===== config.mk =====
export PLATFORM = sky130hd
export DESIGN_NAME = fir_filter_top
export DESIGN_NICKNAME = d
export VERILOG_FILES = /design/src/logic/fir_pkg.sv /design/src/logic/fir_filter_top.sv /design/src/logic/fir_sequencer.sv /design/src/logic/fir_mac.sv /design/src/logic/fir_delay_line.sv /design/src/logic/fir_coef_ram.sv
export SDC_FILE = /design/constraint.sdc
export NUM_CORES = 2
export LEC_CHECK = 0
export BUFFER_PORTS_ARGS = -buffer_cell sky130_fd_sc_hd__buf_2
export CAP_MARGIN = 10
export CORE_MARGIN = 10
export CORE_UTILIZATION = 40
export CTS_BUF_LIST = sky130_fd_sc_hd__clkbuf_8
export CTS_CLUSTER_SIZE = 24
export DETAILED_ROUTE_END_ITERATION = 10
export PLACE_DENSITY = 0.55
export SLEW_MARGIN = 15
export SYNTH_ARGS = -nofsm -noshare
export SYNTH_HDL_FRONTEND = slang
export SYNTH_SLANG_ARGS = --single-unit

===== constraint.sdc =====
create_clock -name clk -period 16.3 [get_ports clk]
set_clock_uncertainty 0.1 [all_clocks]
set_input_delay 3.26 -clock clk [delete_from_list [all_inputs] [get_ports clk]]
set_output_delay 3.26 -clock clk [all_outputs]
set_load 0.05 [all_outputs]

===== src/logic/fir_pkg.sv =====
package fir_pkg;

  ////////////////////////////////////////////////////////////
  // filter geometry
  ////////////////////////////////////////////////////////////
  localparam int NUM_TAPS  = 16;             // taps walked per sample
  localparam int TAP_W     = 4;              // tap index width
  localparam int DATA_W    = 24;             // audio sample, signed
  localparam int COEF_W    = 16;             // signed Q1.15
  localparam int PROD_W    = DATA_W + COEF_W; // full product, 40 bits
  localparam int ACC_W     = PROD_W + 4;     // 4 guard bits covers 16 taps
  localparam int OUT_W     = 32;             // result word
  localparam int COEF_FRAC = 15;             // drop Q15 fraction at output

  // index of the final tap, used for the last tag
  localparam logic [TAP_W-1:0] LAST_TAP = TAP_W'(NUM_TAPS - 1);

  ////////////////////////////////////////////////////////////
  // sequencer state codes
  ////////////////////////////////////////////////////////////
  localparam int ST_W = 2;
  localparam logic [ST_W-1:0] ST_IDLE = 2'd0; // ready for a sample
  localparam logic [ST_W-1:0] ST_RUN  = 2'd1; // stepping taps
  localparam logic [ST_W-1:0] ST_WAIT = 2'd2; // result pending downstream

  ////////////////////////////////////////////////////////////
  // shared bundles
  ////////////////////////////////////////////////////////////

  // coefficient write, no handshake
  typedef struct packed {
    logic                     valid;
    logic [TAP_W-1:0]         addr;
    logic signed [COEF_W-1:0] data;
  } coef_wr_t;

  // one tap operation flowing through the mac pipe
  typedef struct packed {
    logic valid;
    logic first; // load accumulator
    logic last;  // write output register
  } tap_ctl_t;

endpackage

===== src/logic/fir_filter_top.sv =====
`timescale 1ns/1ps

module fir_filter_top (
  input  logic                              clk,
  input  logic                              reset_n,
  input  logic                              in_valid,
  output logic                              in_ready,
  input  logic signed [fir_pkg::DATA_W-1:0] in_data,
  output logic                              out_valid,
  input  logic                              out_ready,
  output logic signed [fir_pkg::OUT_W-1:0]  out_data,
  input  fir_pkg::coef_wr_t                 coef_wr
);

  import fir_pkg::*;

  logic                     shift_en;
  logic [TAP_W-1:0]         tap_addr;  // shared by history and coefs
  tap_ctl_t                 issue;
  logic signed [DATA_W-1:0] tap_data;
  logic signed [COEF_W-1:0] coef_data;
  logic                     done;

  ////////////////////////////////////////////////////////////
  // tap engine
  ////////////////////////////////////////////////////////////
  fir_sequencer u_seq (
    .clk      (clk),
    .reset_n  (reset_n),
    .in_valid (in_valid),
    .in_ready (in_ready),
    .done     (done),
    .shift_en (shift_en),
    .tap_addr (tap_addr),
    .issue    (issue)
  );

  fir_delay_line u_dly (
    .clk      (clk),
    .reset_n  (reset_n),
    .shift_en (shift_en),
    .in_data  (in_data),
    .tap_addr (tap_addr),
    .tap_data (tap_data)
  );

  fir_coef_ram u_coef (
    .clk       (clk),
    .coef_wr   (coef_wr),
    .tap_addr  (tap_addr),
    .coef_data (coef_data)
  );

  // multiply, accumulate, hold result
  fir_mac u_mac (
    .clk       (clk),
    .reset_n   (reset_n),
    .issue     (issue),
    .tap_data  (tap_data),
    .coef_data (coef_data),
    .out_valid (out_valid),
    .out_ready (out_ready),
    .out_data  (out_data),
    .done      (done)
  );

endmodule


===== src/logic/fir_sequencer.sv =====
`timescale 1ns/1ps

module fir_sequencer (
  input  logic                      clk,
  input  logic                      reset_n,
  input  logic                      in_valid,
  output logic                      in_ready,
  input  logic                      done,
  output logic                      shift_en,
  output logic [fir_pkg::TAP_W-1:0] tap_addr,
  output fir_pkg::tap_ctl_t         issue
);

  import fir_pkg::*;

  logic [ST_W-1:0]  state;
  logic [TAP_W-1:0] tap_cnt; // next tap to issue
  logic             accept;

  ////////////////////////////////////////////////////////////
  // input handshake
  ////////////////////////////////////////////////////////////

  // ready while idle, or as soon as the mac reports the transfer
  assign in_ready = (state == ST_IDLE) || ((state == ST_WAIT) && done);
  assign accept   = in_valid && in_ready;
  assign shift_en = accept; // delay line shifts on the accept edge

  ////////////////////////////////////////////////////////////
  // controller and tap counter
  ////////////////////////////////////////////////////////////
  always_ff @(posedge clk) begin
    if (!reset_n) begin
      state    <= ST_IDLE;
      tap_cnt  <= '0;
      tap_addr <= '0;
      issue    <= '0;
    end else begin
      issue <= '0; // only RUN issues
      case (state)
        ST_IDLE: begin
          if (accept) begin
            state   <= ST_RUN;
            tap_cnt <= '0;
          end
        end
        ST_RUN: begin
          tap_addr    <= tap_cnt;                // read goes out this edge
          issue.valid <= 1'b1;
          issue.first <= (tap_cnt == '0);        // newest sample
          issue.last  <= (tap_cnt == LAST_TAP);  // oldest sample
          tap_cnt     <= tap_cnt + 1'b1;
          if (tap_cnt == LAST_TAP) begin
            state <= ST_WAIT; // 16 issues done
          end
        end
        ST_WAIT: begin
          if (accept) begin            // back to back, skip idle
            state   <= ST_RUN;
            tap_cnt <= '0;
          end else if (done) begin
            state <= ST_IDLE;
          end
        end
        default: state <= ST_IDLE;
      endcase
    end
  end

endmodule


===== src/logic/fir_mac.sv =====
`timescale 1ns/1ps

module fir_mac (
  input  logic                              clk,
  input  logic                              reset_n,
  input  fir_pkg::tap_ctl_t                 issue,
  input  logic signed [fir_pkg::DATA_W-1:0] tap_data,
  input  logic signed [fir_pkg::COEF_W-1:0] coef_data,
  output logic                              out_valid,
  input  logic                              out_ready,
  output logic signed [fir_pkg::OUT_W-1:0]  out_data,
  output logic                              done
);

  import fir_pkg::*;

  tap_ctl_t                 ctl_op;    // issue aligned with operands
  tap_ctl_t                 ctl_prod;  // aligned with prod
  logic signed [PROD_W-1:0] prod;
  logic signed [ACC_W-1:0]  prod_ext;
  logic signed [ACC_W-1:0]  acc;
  logic signed [ACC_W-1:0]  acc_next;
  logic signed [ACC_W-1:0]  acc_shift;
  logic                     xfer;      // output handshake

  ////////////////////////////////////////////////////////////
  // control pipe
  ////////////////////////////////////////////////////////////
  always_ff @(posedge clk) begin
    if (!reset_n) begin
      ctl_op   <= '0;
      ctl_prod <= '0;
    end else begin
      ctl_op   <= issue;  // operands come back one cycle after issue
      ctl_prod <= ctl_op; // follows the product register
    end
  end

  ////////////////////////////////////////////////////////////
  // multiply
  ////////////////////////////////////////////////////////////
  always_ff @(posedge clk) begin
    if (ctl_op.valid) begin
      prod <= tap_data * coef_data; // 24x16 signed, full 40 bits
    end
  end

  // guard bits
  assign prod_ext = {{(ACC_W-PROD_W){prod[PROD_W-1]}}, prod};

  ////////////////////////////////////////////////////////////
  // accumulate
  ////////////////////////////////////////////////////////////
  always_comb begin
    if (ctl_prod.first) acc_next = prod_ext;       // tap 0 restarts the sum
    else                acc_next = acc + prod_ext;
  end

  assign acc_shift = acc_next >>> COEF_FRAC; // arithmetic, sign kept

  always_ff @(posedge clk) begin
    if (ctl_prod.valid) begin
      acc <= acc_next;
    end
    if (ctl_prod.valid && ctl_prod.last) begin
      out_data <= acc_shift[OUT_W-1:0]; // upper bits are sign copies
    end
  end

  ////////////////////////////////////////////////////////////
  // output handshake
  ////////////////////////////////////////////////////////////
  assign xfer = out_valid && out_ready;

  always_ff @(posedge clk) begin
    if (!reset_n) begin
      out_valid <= 1'b0;
      done      <= 1'b0;
    end else begin
      if (ctl_prod.valid && ctl_prod.last) out_valid <= 1'b1;
      else if (xfer)                       out_valid <= 1'b0;
      done <= xfer; // one pulse, releases the sequencer
    end
  end

endmodule


===== src/logic/fir_delay_line.sv =====
`timescale 1ns/1ps

module fir_delay_line (
  input  logic                              clk,
  input  logic                              reset_n,
  input  logic                              shift_en,
  input  logic signed [fir_pkg::DATA_W-1:0] in_data,
  input  logic [fir_pkg::TAP_W-1:0]         tap_addr,
  output logic signed [fir_pkg::DATA_W-1:0] tap_data
);

  import fir_pkg::*;

  // hist[0] newest, hist[NUM_TAPS-1] oldest
  logic signed [DATA_W-1:0] hist [NUM_TAPS];

  ////////////////////////////////////////////////////////////
  // sample history shift register
  ////////////////////////////////////////////////////////////
  always_ff @(posedge clk) begin
    if (!reset_n) begin
      for (int i = 0; i < NUM_TAPS; i++) begin
        hist[i] <= '0; // zero history, first result sees one sample
      end
    end else if (shift_en) begin
      hist[0] <= in_data; // accepted sample enters at the front
      for (int i = 1; i < NUM_TAPS; i++) begin
        hist[i] <= hist[i-1]; // everything ages one place
      end
    end
  end

  ////////////////////////////////////////////////////////////
  // tap select
  ////////////////////////////////////////////////////////////

  // registered mux, 1 cycle read latency
  // walks the whole history so synthesis sees a plain mux tree
  always_ff @(posedge clk) begin
    for (int i = 0; i < NUM_TAPS; i++) begin
      if (tap_addr == TAP_W'(i)) begin
        tap_data <= hist[i];
      end
    end
  end

  // shift and read never overlap: the shift is on the
  // accept edge, the first read is the edge after

endmodule


===== src/logic/fir_coef_ram.sv =====
`timescale 1ns/1ps

module fir_coef_ram (
  input  logic                             clk,
  input  fir_pkg::coef_wr_t                coef_wr,
  input  logic [fir_pkg::TAP_W-1:0]        tap_addr,
  output logic signed [fir_pkg::COEF_W-1:0] coef_data
);

  import fir_pkg::*;

  // coefficient table, contents undefined until written
  logic signed [COEF_W-1:0] mem [NUM_TAPS];

  ////////////////////////////////////////////////////////////
  // write port
  ////////////////////////////////////////////////////////////
  always_ff @(posedge clk) begin
    if (coef_wr.valid) begin
      mem[coef_wr.addr] <= coef_wr.data; // lands on this edge
    end
  end

  ////////////////////////////////////////////////////////////
  // read port
  ////////////////////////////////////////////////////////////

  // one cycle after tap_addr, lines up with the delay line mux
  always_ff @(posedge clk) begin
    coef_data <= mem[tap_addr];
  end

  // writes only happen while idle, so the read
  // never races a write to the same entry in practice

endmodule


=== Yosys cells after proc, flatten, opt, wreduce, memory -nomap -nowiden ===
Memory sizes are Yosys's and may differ from the RTL's. A register that Yosys moved wholly into a read port is not among the register bits.
Index checks and enable logic that the tools add are counted.

* Register bits: 158
* Memory bits (writable): 640
* Word-level logic and storage cells: 125
* Memories: 2
* Output and inout bits: 34
* Input bits: 49

{| class="wikitable"
|+ Memory list
! name !! depth !! width !! rd ports !! clocked after Yosys merged registers in !! wr ports !! line !! RTL
|-
| u_dly.hist || 16 || 24 || 16 || 0 || 16 || fir_delay_line.sv:15 || <nowiki>logic signed [DATA_W-1:0] hist [NUM_TAPS];</nowiki>
|-
| u_coef.mem || 16 || 16 || 1 || 1 || 1 || fir_coef_ram.sv:13 || <nowiki>logic signed [COEF_W-1:0] mem [NUM_TAPS];</nowiki>
|}

* Bitwise gates (word level): 16
* Multipliers: 1
* Reduce and logical (&&, ||, !) cells: 15
* Equal/unequal tests: 22
* Add/sub/neg operators: 2
* Multiplexer cells: 49

{| class="wikitable"
|+ Operator list
! cell !! number
|-
| two-way mux 24 bit || 32
|-
| adder 44 x 40 -> 44 bit || 1
|-
| two-way mux 44 bit || 1
|-
| multiplier 24 x 16 -> 40 bit || 1
|-
| equality test 4 bit (second input constant) || 9
|-
| equality test 4 x 3 -> 1 bit (second input constant) || 4
|-
| OR 1 bit || 16
|-
| nonzero test 16 bit || 1
|-
| equality test 4 x 2 -> 1 bit (second input constant) || 2
|-
| logical NOT 4 bit || 2
|-
| two-way mux 1 bit || 8
|-
| two-way mux 2 bit || 4
|-
| case mux 4 bit (2 select lines) || 1
|-
| case mux 2 bit (3 select lines) || 1
|-
| adder 4 x 1 -> 4 bit (second input constant) || 1
|-
| equality test 4 x 1 -> 1 bit (second input constant) || 1
|-
| logical AND 1 bit || 4
|-
| two-way mux 4 bit || 1
|-
| inequality test 2 x 1 -> 1 bit (second input constant) || 2
|-
| AND reduction 2 bit || 2
|-
| nonzero test 2 bit || 2
|-
| two-way mux 3 bit || 1
|-
| inequality test 3 x 2 -> 1 bit (second input constant) || 1
|-
| AND reduction 3 bit || 1
|-
| other kinds (6) || 6
|}

=== Logic depth before layout (Yosys ltp) ===
* Depth in word-level cells: 17
* Depth in mapped cells: 24
* Mapped depth without buffers: 23

=== Hierarchy ===
A second synthesis with hierarchy kept.

* Cells, all modules: 4236
* Area, all modules: 50693.6 um2

{| class="wikitable"
|+ Modules (own cells, without submodules)
! module !! times used !! area each (um2) !! seq. area each (um2) !! cells each
|-
| fir_delay_line || 1 || 20085.5 || 12251.8 || 1657
|-
| fir_mac || 1 || 19996.7 || 3553.4 || 2082
|-
| fir_coef_ram || 1 || 10042.1 || 8007.7 || 432
|-
| fir_sequencer || 1 || 569.3 || 260.2 || 65
|}

=== Worst setup path after synthesis ===
No wires, ideal clock.

* Path type: in2reg
* Start point: input port reset_n
* End point: memory u_dly.hist[0][0], enable pin
* Data required time: 13352 ps
* Stages on the path: 3
* Setup time: 2848 ps
* Path buffers: 2
* Data arrival time: 9963 ps
* Path slack: 3389 ps
* Cell sequence: clkbuf_1 clkbuf_1 nand2_1

{| class="wikitable"
|+ RTL lines
! what !! line !! RTL
|-
| from (decl) || fir_filter_top.sv:5 || <nowiki>input logic reset_n,</nowiki>
|-
| to (decl) || fir_delay_line.sv:15 ||
|}

=== Final worst setup path ===
* Start point: register u_coef.coef_data[7] in the netlist's numbering, read port of u_coef.mem
* End point: register u_mac.prod[38] (data pin)

* Cells in the longest elaborated chain, start to end: 1

{| class="wikitable"
|+ RTL lines
! what !! line !! RTL
|-
| from (decl) || fir_coef_ram.sv:7 || <nowiki>output logic signed [fir_pkg::COEF_W-1:0] coef_data</nowiki>
|-
| multiplier 24 x 16 -> 40 bit || fir_mac.sv:44 || <nowiki>prod <= tap_data * coef_data;</nowiki>
|-
| to (signal assigned) || fir_mac.sv:44 ||
|-
| to (decl) || fir_mac.sv:19 || <nowiki>logic signed [PROD_W-1:0] prod;</nowiki>
|}

No other way between the ends.
A chain may end at the register's enable or synchronous reset.

==> results.yml <==
yosys:
  syn_avg_cell_area_um2: 12.2
  postSynthCellCount: 4067
  synth_most_common_cell: "edfxtp_1"
  synth_area_mm2: 0.0496
  async_flop_share: 0
  synthFlopType: "edfxtp_1"
  ys_seq_area_frac: 0.485
  synth_edf_count: 777
  yosys_warnings: 0
  synthTopCellsByCount: "777 x edfxtp_1, 545 x and2_1, 455 x inv_1, 388 x nand2_1, 375 x fa_1"
  synth_area_leaders: "edfxtp_1 47%, fa_1 15%, and2_1 6.9%"
  yosysTopAreaCell: "edfxtp_1"
  netlist.area_leader.share: 0.471
  ys_ff_latch: 814
  ys_types: 75
clocking:
  cts_tree: "done"
  post_cts_buffers: 0
  cts_buffers: 144
  cts_max_level: 4
  clkSinkCount: 814
  cts_root_buf: "clkbuf_8"
  path_clk_slew_ns: 0.06
  clock_latency_ns: 0.86
  cts_buffer_depth: 3
  post_cts_resized: 0
  holdBufCountCts: 0
sta:
  timing.fmax_mhz: 136
  post-route-period-util: 0.452
  hold_viol_final: 0
  rsz0062_at_grt: "no"
  max_slew.worst_pin.slew_ns: 1.06
  slew_headroom: 0.294
  fin_setup_tns_ns: 0
  hold_ws_ns: 0.331
  drv_slew: 0
  finalSetupViolations: 0
  fin_crit_ns: 7.36
finish:
  stdcell_count: 5905
  post-route-util: 0.441
  multiInputGateArea_mm2: 0.0231
  register_area_mm2: 0.0241
  area_delta_synth_final_pct: 9.92
  fillers: 11500
  final_nets: 4720
  drive_gt1_frac: 0.116
setup_path:
  critPathCapture: "u_mac.prod[38]$_DFFE_PP_"
  cp.required_ns: 16.78
  worstPathArrival_ns: 7.84
  crit_start: "u_coef.coef_data[7]$_DFF_P_"
  r2r_end: "u_mac.prod[38]$_DFFE_PP_"
  reg2reg_slack_ns: 8.94
  r2r_start: "u_coef.coef_data[7]$_DFF_P_"
  path_max_fanout: 24
  end_kind: "flip-flop"
  cp-start-kind: "flip-flop"
  rr_worst_depth: 20
  critPathKind: "reg -> reg"
global_routing:
  grt_pass1_wl_mm: 178
  grt_overflow: 0
  grt.total_usage: 0.162
  grt_max_degree: 191
  antenna_found_initial: 6
  first_global_vias: 31000
die:
  core-area_mm2: 0.123
  start_util: 0.402
  io_pins: 83
  die_area_mm2: 0.138
  num_rows: 129
  die_w_um: 372
  die_h_um: 372
placed_design:
  dp_hpwl_mm: 73.7
  gp_congestion: 0.815
  io_buffers: 82
  place_inst: 5644
drt:
  via_per_inst: 5.06
  wirelength_mm: 111
  wl_per_cell_um: 18.8
  dr.pass1.iters: 5
  drc: 0
  vias: 29900
  drt_iter0_markers: 2069
  ant_nets: 0
job:
  maxCapViolations: 0
status:
  status: "finished, final reports clean"
power_and_ir_drop:
  vdd_drop_max_mv: 0.248
  power_leakage_uw: 0.0217
  powerDensity_mw_per_mm2: 212
worst_hold_path:
  hp-class: "reg -> reg"
metal layers:
layer / routed length [um] / track usage / vias to the layer above
met1: 52400 / 0.228 / 14800
li1: - / - / 14200
met4: 2510 / 0.0480 / 2
met3: 5700 / 0.0316 / 203
met5: 7 / 0 / -
met2: 50300 / 0.252 / 664
kinds of logic after synthesis:
group,Yosys count,synth area share
AOI/OAI and AO/OA,603,0.0836
other,1,0.0000756
adders and majority gates,518,0.187
buffers and inverters,676,0.0517
and+or+nand+nor,1250,0.131
muxes,139,0.0496
xor gates and xnor gates,66,0.0117
DFF,814,0.485
area by class of cell:
cell class | count | area share
repair buffers | 135 | 0.0151
clock inverters | 109 | 0.0119
diodes | 3 | 0.000138
flip-flops and latches | 814 | 0.442
clock buffers | 149 | 0.0376
well taps | 1637 | 0.0376
inverters | 458 | 0.0315
multi-input cells | 2600 | 0.424
sequential cells by signal, indices dropped and copies added (netlist names):
| name | cells |
|---|---|
| u_mac.out_data | 29 |
| u_mac.prod | 40 |
| u_seq.tap_cnt | 4 |
| u_mac.ctl_op | 3 |
| u_mac.acc | 44 |
| u_dly.hist | 384 |
| u_mac.done | 1 |
| u_coef.coef_data | 16 |
| u_mac.out_valid | 1 |
| u_seq.state | 2 |
| u_coef.mem | 256 |
| u_seq.issue | 3 |
| u_dly.tap_data | 24 |
| u_seq.tap_addr | 4 |
| u_mac.ctl_prod | 3 |
per-stage QoR:
stage	cell area, um^2	setup slack [ns]	power [uW]
final	54500	8.94	11500
after global routing	54500	8.64	12700
after CTS	54500	9.07	11600
after detailed placement	51800	9.09	9730
after global placement	51800	9.16	9700
after floorplan	49700	3.39	8290
critical path, cell delays in order (launching register included):
cell and delay (ns):
dfxtp_1 0.94, nand2_1 0.18, fa_1 0.58, inv_1 0.05
fa_1 0.49, fa_1 0.67, fa_1 0.47, fa_1 0.50
inv_1 0.05, fa_1 0.47, inv_1 0.04, ha_1 0.40
nand2_1 0.08, nand2_1 0.07, a21oi_1 0.06, o221a_2 0.31
a2111oi_0 0.90, o31a_1 0.31, a2111o_1 0.22, a211o_1 0.14
nand3_1 0.07
where the power goes:
| group | total [uW] | internal [uW] | leakage (uW) | switching (uW) |
|---|---|---|---|---|
| combinational | 6770 | 2890 | 0.0121 | 3870 |
| sequential | 2970 | 2840 | 0.00804 | 125 |
| clock | 1800 | 912 | 0.00159 | 890 |
how the worst min path moves through the flow:
stage	depth (start not counted)	slack, ns	from	endpoint
2_1_floorplan	1	0.31	u_seq.issue[0]$_SDFF_PN0_	u_mac.ctl_op[0]$_SDFF_PN0_
3_3_place_gp	1	0.32	u_mac.ctl_op[0]$_SDFF_PN0_	u_mac.ctl_prod[0]$_SDFF_PN0_
3_5_place_dp	1	0.32	u_mac.ctl_op[0]$_SDFF_PN0_	u_mac.ctl_prod[0]$_SDFF_PN0_
4_1_cts	1	0.33	u_mac.ctl_op[0]$_SDFF_PN0_	u_mac.ctl_prod[0]$_SDFF_PN0_
5_1_grt	1	0.36	u_mac.ctl_op[0]$_SDFF_PN0_	u_mac.ctl_prod[0]$_SDFF_PN0_
6_report	1	0.33	u_mac.ctl_op[0]$_SDFF_PN0_	u_mac.ctl_prod[0]$_SDFF_PN0_
cells in the final DEF, fill, tap and decap left out, types with 27 or more instances in the layout:
cell | synthesis | layout
a21o_1 | 71 | 71
a21oi_1 | 103 | 103
and2_1 | 545 | 545
buf_2 | 11 | 81
buf_4 | 3 | 53
clkbuf_8 | 0 | 149
dfxtp_1 | 37 | 30
edfxtp_1 | 777 | 777
fa_1 | 375 | 375
ha_1 | 143 | 143
inv_1 | 455 | 513
mux2_2 | 43 | 43
mux4_2 | 81 | 81
nand2_1 | 388 | 387
nor2_1 | 132 | 120
nor3_1 | 58 | 52
o21ai_0 | 112 | 112
o221ai_1 | 27 | 27
o22ai_1 | 45 | 45
xnor2_1 | 39 | 39
xor2_1 | 27 | 27
Note: power is estimated with default switching activity, not from simulation.
